==> src/hdl/csrng_pkg.sv <==
/*
  Shared definitions for the random bit generator subsystem
  Widths, command and status codes, register map, engine states
*/

package csrng_pkg;

  // Number of hardware applications
  localparam int NHwApps = 2;
  localparam int AppIdW = (NHwApps > 1) ? $clog2(NHwApps) : 1;

  typedef logic [AppIdW-1:0] app_id_t;

  //////////////////////////////////////////////////////////////////////
  // Commands and responses
  //////////////////////////////////////////////////////////////////////

  typedef logic [1:0] csrng_op_t;

  // Code 0 is reserved
  localparam csrng_op_t OpIns = 2'd1;
  localparam csrng_op_t OpGen = 2'd2;
  localparam csrng_op_t OpUni = 2'd3;

  // Generate length in 64-bit blocks
  typedef logic [3:0] glen_t;

  // Output block, also key, counter and entropy width
  typedef logic [63:0] genbits_t;

  typedef logic [1:0] csrng_sts_t;

  localparam csrng_sts_t StsOk      = 2'd0;
  localparam csrng_sts_t StsBadOp   = 2'd1;
  localparam csrng_sts_t StsBadLen  = 2'd2;
  localparam csrng_sts_t StsNotInst = 2'd3;

  //////////////////////////////////////////////////////////////////////
  // Register map
  //////////////////////////////////////////////////////////////////////

  typedef logic [3:0]  reg_addr_t;
  typedef logic [31:0] reg_data_t;

  localparam reg_addr_t RegCtrl       = 4'h0;
  localparam reg_addr_t RegIntrState  = 4'h4;
  localparam reg_addr_t RegIntrEnable = 4'h8;

  // Left rotate of the block mixing rule
  localparam int MixRot = 13;

  typedef enum logic [2:0] {
    DrbgIdle,
    DrbgEntropy,
    DrbgGen,
    DrbgUpdate,
    DrbgDone
  } drbg_state_e;

endpackage

==> src/hdl/csrng_state_db.sv <==
/*
  Instance state records
  Key, counter and instantiated flag per application
*/

`timescale 1ns/1ps

module csrng_state_db import csrng_pkg::*; (
  input  logic     clk_i,
  input  logic     rst_i,
  input  app_id_t  rd_id_i,
  output genbits_t rd_key_o,
  output genbits_t rd_ctr_o,
  output logic     rd_inst_o,
  input  logic     wr_en_i,
  input  app_id_t  wr_id_i,
  input  genbits_t wr_key_i,
  input  genbits_t wr_ctr_i,
  input  logic     wr_inst_i
);

  genbits_t           key_q [NHwApps];
  genbits_t           ctr_q [NHwApps];
  logic [NHwApps-1:0] inst_q;

  // Combinational read
  assign rd_key_o  = key_q[rd_id_i];
  assign rd_ctr_o  = ctr_q[rd_id_i];
  assign rd_inst_o = inst_q[rd_id_i];

  // One record written per cycle
  always_ff @(posedge clk_i) begin
    if (rst_i) begin
      for (int i = 0; i < NHwApps; i++) begin
        key_q[i] <= '0;
        ctr_q[i] <= '0;
      end
      inst_q <= '0;
    end else if (wr_en_i) begin
      key_q[wr_id_i]  <= wr_key_i;
      ctr_q[wr_id_i]  <= wr_ctr_i;
      inst_q[wr_id_i] <= wr_inst_i;
    end
  end

endmodule

==> config.mk <==
export PLATFORM = sky130hd
export DESIGN_NAME = csrng_state_db
export DESIGN_NICKNAME = d
export VERILOG_FILES = /design/src/hdl/csrng_pkg.sv /design/src/hdl/csrng_state_db.sv
export SDC_FILE = /design/constraint.sdc
export NUM_CORES = 1
export LEC_CHECK = 0
export BUFFER_PORTS_ARGS = -buffer_cell sky130_fd_sc_hd__buf_4
export CORE_MARGIN = 2
export CORE_UTILIZATION = 58
export CTS_CLUSTER_SIZE = 25
export DETAILED_ROUTE_END_ITERATION = 8
export PLACE_DENSITY_LB_ADDON = 0.15
export SETUP_SLACK_MARGIN = 0.5
export SLEW_MARGIN = 20
export SYNTH_ARGS = -nofsm -noshare
export SYNTH_HDL_FRONTEND = slang
export SYNTH_SLANG_ARGS = --single-unit
==> constraint.sdc <==
create_clock -name clk_i -period 7.2 [get_ports clk_i]
set_input_delay 0 -clock clk_i [delete_from_list [all_inputs] [get_ports clk_i]]
set_output_delay 0 -clock clk_i [all_outputs]
set_load 0.05 [all_outputs]
==> qor.txt <==
type of element capturing the critical path -> flip-flop
width of the chip -> 143.9 um
peak per-stage delay on the critical path -> 0.92 ns
minimum period implied by the final worst setup slack -> 2.252 ns
Crit path depth -> 4
clk sink count -> 258
non-filler cells in the finished layout -> 1489
number of buffer and inverter instances along the worst setup path -> 2
Vias/cell -> 5.258
maximum vdd drop -> 0.1944 mV
overall routing resource usage -> 25.36%
worst-case hold path end point -> key_q[1][24]
total negative slack -> 0 ns
number of top-level pins -> 263
Post-Syn Instances -> 836
status -> finished, final reports clean
CTS tree -> built
floorplan die height -> 143.9 um
initial antenna violation count -> 1
post-synth net total -> 970
Post-Route Skew -> 0 ns
number of global-route vias before repair -> 7797
cells taking the most area after synthesis -> edfxtp_1 68%, mux2_2 13%, nor2_1 8.5%
Finish-stage setup viols -> 0
Worst-path clk slew -> 0.06 ns
total CTS buffers -> 26
unrepaired setup endpoints after global routing -> false
type of origin of the critical path -> primary input
core outline area -> 19330 um^2
number of nets still failing antenna checks after routing -> 0
source of the worst hold timing path -> rst_i
Final Max Slew Viols -> 0
ys async rst share -> 0%
Worst R2R Start -> inst_q[1]
crit path cell chain -> buf_4 -> nand2b_4 -> nand2b_4 -> buf_4
number of warning messages in the yosys log -> 0
slew margin rel. -> 30.57%
fraction of layout instances using a drive strength above 1 -> 35.49%
clock root buffer master -> clkbuf_16
H-tree depth -> 1
part of the Yosys area used for sequential elements -> 68.10%
Main synth FF type -> edfxtp_1
Post-synth EDFFs -> 256
cell row count -> 51
quantity of I/O buffers inserted on ports -> 262
maximum number of pins on one net before global-route repair -> 107
clock latency reported for the late side of the worst-skew pair -> 0.52 ns
power density over the cells -> 249.5 nW/um^2
initial detailed-routing violation count -> 484
worst min-delay path category -> primary input to flip-flop
number of placed instances, taps included -> 1313
routed wire length per instance -> 18.28 um
critical path fanouts, max -> 75
area of the die -> 20700 um^2
final estimated routing congestion in global placement -> 0.7386
worst-margin pin slew -> 1.041 ns
fraction of post-synthesis cell area in the top cell type by area -> 67.75%
#FFs+latches synth -> 258
Vias -> 7829
setup slack of the most critical reg-to-reg path -> 6.61 ns
CP Class -> primary input to flip-flop
cell count of the worst reg-to-reg path -> 2
Critical Path AT -> 2.38 ns
Layout area overhead -> 36.31%
number of cells on the worst hold path -> 3
Mapped Area -> 11350 um^2
capture point of the worst reg-to-reg path -> inst_q[1]
HPWL after DPL -> 14540 um
total global routing overflow -> 0
Avg Inst Size Synth -> 13.57 um^2
Final nets -> 1339
Final Hold Viols -> 0
cell leakage power -> 6.142 nW
part of the cycle the worst path needs -> 31.27%
highest achievable clock rate -> 444.1 MHz
number of buffers on the longest clock path -> 3
Synth top cells by count -> 256 x edfxtp_1, 256 x nor2_1, 134 x nand2b_1, 129 x mux2_2, 29 x buf_2
number of distinct library cells after synthesis -> 10
cell taking the most area after synthesis -> edfxtp_1
fill cell instance count of the final layout -> 1079
gate family responsible for the most delay along the worst path -> simple AND/OR/NAND/NOR gates
effective utilization at floorplan -> 58.69%
max-cap violations -> 0
data required time of the critical path -> 7.33 ns
residual DRC count -> 0
Total Wirelength -> 27210 um
number of search-and-repair iterations in the first detailed-routing pass -> 4
slowest library cell on the worst path -> buf_4
global-route wire length before repair -> 40340 um
## logic make-up after synthesis
family	share of synthesized area, %
buffers and inverters	3.032
flip-flops	68.10
multiplexers	12.98
AND/OR/NAND/NOR	15.89
## routing by layer
layer	vias to the layer above	routed length, um	global-route usage (%)
li1	3632	-	-
met1	3818	10880	32.60
met2	316	13660	43.66
met3	63	1783	4.598
met4	0	885	8.772
met5	-	0	0
## flip-flops by register name, indices dropped and copies added (netlist names)
register / count
inst_q: 2
ctr_q: 128
key_q: 128
## placed cells by master, fill, tap and decap left out, drive strengths merged
cell type / n
nand2b: 134
bufinv: 1
buf: 268
dfxtp: 2
nor2: 256
mux2i: 2
dlygate4sd3: 129
nand2: 1
clkinv: 6
clkbuf: 39
diode: 1
mux2: 129
edfxtp: 256
## power breakdown
part | switching, W | total (W) | internal, W
Sequential | 0.0000280 | 0.00181 | 0.00178
Clock | 0.000535 | 0.00128 | 0.000741
Combinational | 0.000489 | 0.000773 | 0.000284
Total | 0.00105 | 0.00386 | 0.00281
## how the worst max path moves through the flow
| stage | from | to | slack, ns |
|---|---|---|---|
| 2_1_floorplan | rst_i | ctr_q[0][0] | 3.29 |
| 3_3_place_gp | wr_id_i | key_q[0][13] | 4.43 |
| 3_5_place_dp | wr_id_i | key_q[0][13] | 4.39 |
| 4_1_cts | wr_id_i | key_q[0][29] | 4.93 |
| 5_1_grt | wr_id_i | key_q[0][14] | 4.78 |
| 6_report | wr_id_i | key_q[0][30] | 4.95 |
## what timing repair did
action                    CTS  global route
resized for setup           0             0
hold endpoints to repair  258             0
setup buffers               0             0
hold buffers              129             0
## tightest hold or removal path: cells and delay by family
family                 cells  cell delay, ns
buffers and inverters      1            0.20
and+or+nand+nor            2            0.27
## stage by stage
stage	utilization (%)	setup WS [ns]	hold WS (ns)	total power, W	area [um^2]
finish	80.00	4.948	0.07272	0.003859	15470
CTS	79.98	4.928	0.06522	0.003863	15460
global route	80.00	4.775	0.09868	0.003974	15470
global placement	69.18	4.433	0.3025	0.002539	13380
floorplan	-	3.291	0.1752	0.002325	11350
detailed placement	69.18	4.391	0.3221	0.002551	13380
## layout make-up
type                    instances  area, um^2  share of cell area [%]
flip-flops and latches        258        7727                   49.96
clock buffers                  39       740.7                   4.789
repair buffers                397        3303                   21.36
clock inverters                 7       56.30                  0.3640
multi-input cells             522        3306                   21.37
well taps                     265       331.6                   2.144
diodes                          1       2.502                 0.01618
Note: power is estimated with default switching activity, not from simulation.
