==> src/hdl/csrng_pkg.sv <==
/*
  Shared definitions for the random bit generator subsystem
  Widths, command and status codes, register map, engine states
*/

package csrng_pkg;

  // Number of hardware applications
  localparam int NHwApps = 2;
  localparam int AppIdW = (NHwApps > 1) ? $clog2(NHwApps) : 1;

  typedef logic [AppIdW-1:0] app_id_t;

  //////////////////////////////////////////////////////////////////////
  // Commands and responses
  //////////////////////////////////////////////////////////////////////

  typedef logic [1:0] csrng_op_t;

  // Code 0 is reserved
  localparam csrng_op_t OpIns = 2'd1;
  localparam csrng_op_t OpGen = 2'd2;
  localparam csrng_op_t OpUni = 2'd3;

  // Generate length in 64-bit blocks
  typedef logic [3:0] glen_t;

  // Output block, also key, counter and entropy width
  typedef logic [63:0] genbits_t;

  typedef logic [1:0] csrng_sts_t;

  localparam csrng_sts_t StsOk      = 2'd0;
  localparam csrng_sts_t StsBadOp   = 2'd1;
  localparam csrng_sts_t StsBadLen  = 2'd2;
  localparam csrng_sts_t StsNotInst = 2'd3;

  //////////////////////////////////////////////////////////////////////
  // Register map
  //////////////////////////////////////////////////////////////////////

  typedef logic [3:0]  reg_addr_t;
  typedef logic [31:0] reg_data_t;

  localparam reg_addr_t RegCtrl       = 4'h0;
  localparam reg_addr_t RegIntrState  = 4'h4;
  localparam reg_addr_t RegIntrEnable = 4'h8;

  // Left rotate of the block mixing rule
  localparam int MixRot = 13;

  typedef enum logic [2:0] {
    DrbgIdle,
    DrbgEntropy,
    DrbgGen,
    DrbgUpdate,
    DrbgDone
  } drbg_state_e;

endpackage

==> src/hdl/csrng_reg_top.sv <==
/*
  Software registers
  Enable, interrupt state (write 1 to clear), interrupt enable
*/

`timescale 1ns/1ps

module csrng_reg_top import csrng_pkg::*; (
  input  logic      clk_i,
  input  logic      rst_i,
  input  logic      reg_valid_i,
  input  logic      reg_write_i,
  input  reg_addr_t reg_addr_i,
  input  reg_data_t reg_wdata_i,
  output reg_data_t reg_rdata_o,
  output logic      reg_rvalid_o,
  input  logic      done_evt_i,
  input  logic      err_evt_i,
  output logic      enable_o,
  output logic      intr_cmd_done_o,
  output logic      intr_cmd_err_o
);

  logic       wr_en;
  logic       enable_q;
  logic [1:0] intr_state_q;
  logic [1:0] intr_en_q;
  logic [1:0] intr_clr;
  reg_data_t  rdata_d;

  assign wr_en    = reg_valid_i & reg_write_i;
  assign enable_o = enable_q;

  // New events win over a clear in the same cycle
  assign intr_clr = (wr_en && reg_addr_i == RegIntrState) ? reg_wdata_i[1:0] : 2'b00;

  always_comb begin
    rdata_d = '0;
    case (reg_addr_i)
      RegCtrl:       rdata_d[0]   = enable_q;
      RegIntrState:  rdata_d[1:0] = intr_state_q;
      RegIntrEnable: rdata_d[1:0] = intr_en_q;
      default:       rdata_d      = '0;
    endcase
  end

  always_ff @(posedge clk_i) begin
    if (rst_i) begin
      enable_q        <= 1'b0;
      intr_state_q    <= '0;
      intr_en_q       <= '0;
      reg_rvalid_o    <= 1'b0;
      intr_cmd_done_o <= 1'b0;
      intr_cmd_err_o  <= 1'b0;
    end else begin
      if (wr_en && reg_addr_i == RegCtrl) begin
        enable_q <= reg_wdata_i[0];
      end
      if (wr_en && reg_addr_i == RegIntrEnable) begin
        intr_en_q <= reg_wdata_i[1:0];
      end
      intr_state_q    <= (intr_state_q & ~intr_clr) | {err_evt_i, done_evt_i};
      reg_rvalid_o    <= reg_valid_i & ~reg_write_i;
      intr_cmd_done_o <= intr_state_q[0] & intr_en_q[0];
      intr_cmd_err_o  <= intr_state_q[1] & intr_en_q[1];
    end
  end

  always_ff @(posedge clk_i) begin
    if (reg_valid_i && !reg_write_i) begin
      reg_rdata_o <= rdata_d;
    end
  end

endmodule

==> config.mk <==
export PLATFORM = sky130hd
export DESIGN_NAME = csrng_reg_top
export DESIGN_NICKNAME = d
export VERILOG_FILES = /design/src/hdl/csrng_pkg.sv /design/src/hdl/csrng_reg_top.sv
export SDC_FILE = /design/constraint.sdc
export NUM_CORES = 1
export LEC_CHECK = 0
export BUFFER_PORTS_ARGS = -buffer_cell sky130_fd_sc_hd__clkbuf_2
export CAP_MARGIN = 0
export CORE_MARGIN = 2
export CORE_UTILIZATION = 30
export CTS_CLUSTER_DIAMETER = 40
export DETAILED_ROUTE_END_ITERATION = 7
export PLACE_DENSITY = 0.74
export REMOVE_ABC_BUFFERS = 1
export SLEW_MARGIN = 20
export SYNTH_ARGS = -nofsm -noshare
export SYNTH_HDL_FRONTEND = slang
export SYNTH_SLANG_ARGS = --single-unit
export TNS_END_PERCENT = 5
==> constraint.sdc <==
create_clock -name clk_i -period 1 [get_ports clk_i]
set_input_delay 0.2 -clock clk_i [delete_from_list [all_inputs] [get_ports clk_i]]
set_output_delay 0.2 -clock clk_i [all_outputs]
set_load 0.02 [all_outputs]
==> results by group <==
Run status
  • Outcome: finished clean

Clock tree
  • CTS tree: yes
  • Cts-stage hold buffer count: 0
  • Worst-Skew Late Latency: 0.27 ns
  • Total clock sinks: 10
  • Clock Tree Buf Depth: 2
  • H-tree lvl count: 1
  • Clock Tree Root: clkbuf_4
  • CTS buffer count: 3
  • CTS clk-pin slew, worst paths: 0.06 ns

Synth
  • Synth Area in Adders: 0
  • Sequential share of the synthesized area: 0.3277
  • Mux cell area share after synthesis: 0.04469
  • Synth area leaders: buf_4 34%, dfxtp_1 24%, edfxtp_1 8.9%
  • Cells after synthesis: 73
  • Largest family of logic cells by synthesized area: buffers and inverters
  • Compound-Gate Fraction of Synth Area: 0.03166
  • Simple-gate area share of the yosys netlist: 0.2495
  • #FFs+latches synth: 10
  • Xor and xnor fraction of the mapped netlist area: 0
  • Synthesized cell area: 671.9 um2
  • Synth unique cells: 21
  • Yosys top cell by area: buf_4
  • Synth warn: 0
  • Avg Inst Size Synth: 9.204 um2
  • Synth top area share: 0.3352

STA
  • Period utilization: 0.9945
  • Clock Skew: 0.003533 ns
  • Hold Violations, Final: 0
  • Fmax: 1005 MHz
  • RSZ-0062 raised after global routing: true
  • Final Setup Violations: 0
  • Final setup TNS: 0 ns
  • Slew Limit Fails: 0
  • Tmin final: 0.9945 ns

Layout
  • Layout overhead on the synthesized area: 8.752%
  • Fin cells: 123
  • Final core utilization: 0.3368
  • Nets: 138
  • ANT cells: 0
  • Layout cells sized above 1: 0.3053

GRT
  • Initial antenna violation count: 0
  • Vias in the first global route: 382
  • Met1 usage: 0.07857
  • M2 GR Usage: 0.1385
  • Congestion Overflow GR: 0
  • Grt peak-use layer: met2
  • Total GRT Usage: 0.08629
  • Met3 usage: 0.06140
  • Largest net degree at the start of global routing: 11
  • First-pass GRT wire length: 1559 um

Critical path
  • Crit start category: flip-flop
  • Buffers & Inverters on Critical Path: 1
  • Worst-path maximum fanout: 1
  • WS Path Type: reg2out
  • Reg2Reg Setup Slack: 0.04 ns
  • Crit-path cells: buf_6
  • Worst path max stage delay: 0.38 ns
  • Worst EP arrival: 0.79 ns
  • Crit path from: reg_rdata_o[0]$_DFFE_PP_
  • Crit Reg-Reg Endpoint: reg_rdata_o[0]$_DFFE_PP_
  • Worst Setup End Kind: output pin
  • Worst EP required: 0.80 ns
  • CP delay by family, top: flip-flops
  • Worst path slowest cell: edfxtp_1
  • R2R cell count: 3
  • RR Startpoint: intr_state_q[0]$_SDFF_PP0_

Placed design
  • Placed Cells: 119
  • Global placer's final weighted congestion: 0.7139
  • Dpl hpwl: 842.9 um
  • Count of input and output buffers: 17

Detailed routing
  • Drt initial violations: 1
  • DR WL/cell: 8.374 um
  • Post-DRT Antenna Nets: 0
  • Post-DR vias/cell: 3.797
  • Residual DRC: 0
  • DR vias: 467
  • Total length of routed wires: 1030 um
  • DR pass1 iterations: 2

Floorplan
  • Starting Density: 0.3097
  • Io pins: 78
  • Row cnt: 17
  • DIE HEIGHT: 51.33 um
  • Die area: 0.002634 mm2
  • Chip width: 51.33 um
  • CORE AREA: 0.002170 mm2

Power
  • Peak supply drop: 0.0007032 V
  • Total Power: 915.6 uW
  • Power per cell area: 1253 mW/mm2
  • Leak: 0.3713 nW

Flow run
  • Max cap viols: 0

Hold path
  • Worst Hold End: intr_state_q[0]$_SDFF_PP0_
  • Min-Delay Path Class: in2reg
  • HP Start: done_evt_i
  • Hold path cells: 3
## kinds of logic after synthesis
logic type             after synthesis
buffers and inverters               31
AND/OR/NAND/NOR                     25
flip-flops                          10
AO/OA/AOI/OAI                        3
multiplexers                         3
other                                1
## cell usage after synthesis
master and number:
buf_4 30, dfxtp_1 8, nor2_1 5, nand2b_1 4
mux2i_1 3, nand2_1 3, and4b_1 2, edfxtp_1 2
nor2b_1 2, nor3_1 2, nor3_2 2, a22oi_1 1
a2bb2oi_1 1, and2_4 1, and2b_1 1, and2b_2 1
and4bb_4 1, clkbuf_1 1, conb_1 1, nand4b_1 1
o21ai_1 1
## report_power, final
| part | total [mW] | internal, mW | switching [mW] |
|---|---|---|---|
| registers | 0.429 | 0.423 | 0.00613 |
| clock network | 0.292 | 0.154 | 0.138 |
| logic | 0.195 | 0.0511 | 0.144 |
| total | 0.916 | 0.628 | 0.287 |
## registers in the layout, indices dropped and copies added, names as in the netlist
signal and cells:
intr_en_q 2, intr_state_q 2, reg_rdata_o 2, enable_o 1, intr_cmd_done_o 1, intr_cmd_err_o 1, reg_rvalid_o 1
## routing by layer
layer / vias up / routed length [um]
met1: 205 / 388
met2: 35 / 454
met4: 0 / 22
li1: 223 / -
met3: 4 / 165
met5: - / 0
## worst max path at each step
stage               cells after the start                   endpoint  slack [ns]
finish                                  1             reg_rdata_o[0]       0.005
global route                            1             reg_rdata_o[0]       -0.04
CTS                                     1             reg_rdata_o[0]      -0.003
detailed placement                      4  intr_en_q[0]$_SDFFE_PP0P_       -0.07
global placement                        4   reg_rdata_o[1]$_DFFE_PP_       -0.05
floorplan                               3   reg_rdata_o[0]$_DFFE_PP_        0.04
## final cells by class
cell class	count	area [um2]
sequential	10	221.5
fill	250	1439
timing repair buffer	20	116.4
multi-input combinational	61	331.6
tap	28	35.03
clock buffer	4	26.28
## what timing repair did
item / 4_1_cts / 5_1_grt
resized for setup: 1 / 7
buffers inserted: 0 / 0
endpoints found under the hold margin: 0 / 0
setup endpoints to repair: 2 / 5
## placed cells by master, fill, tap and decap left out, drive strengths merged
cell	n
a22oi	1
a2bb2oi	1
and2	1
and2b	2
and4b	2
and4bb	1
buf	7
clkbuf	17
conb	30
dfxtp	8
edfxtp	2
mux2i	3
nand2	3
nand2b	4
nand4b	1
nor2	5
nor2b	2
nor3	4
o21ai	1
## stage by stage
step / cell area (um2) / hold WS, ns / worst slack, ns
6_report: 730.7 / 0.1790 / 0.005460
5_1_grt: 730.7 / 0.1998 / -0.03871
4_1_cts: 723.2 / 0.1779 / -0.003122
3_5_place_dp: 694.4 / 0.4422 / -0.06644
3_3_place_gp: 694.4 / 0.4387 / -0.04764
2_1_floorplan: 551.8 / 0.2697 / 0.04408
Power figures use the tool's default switching activity.
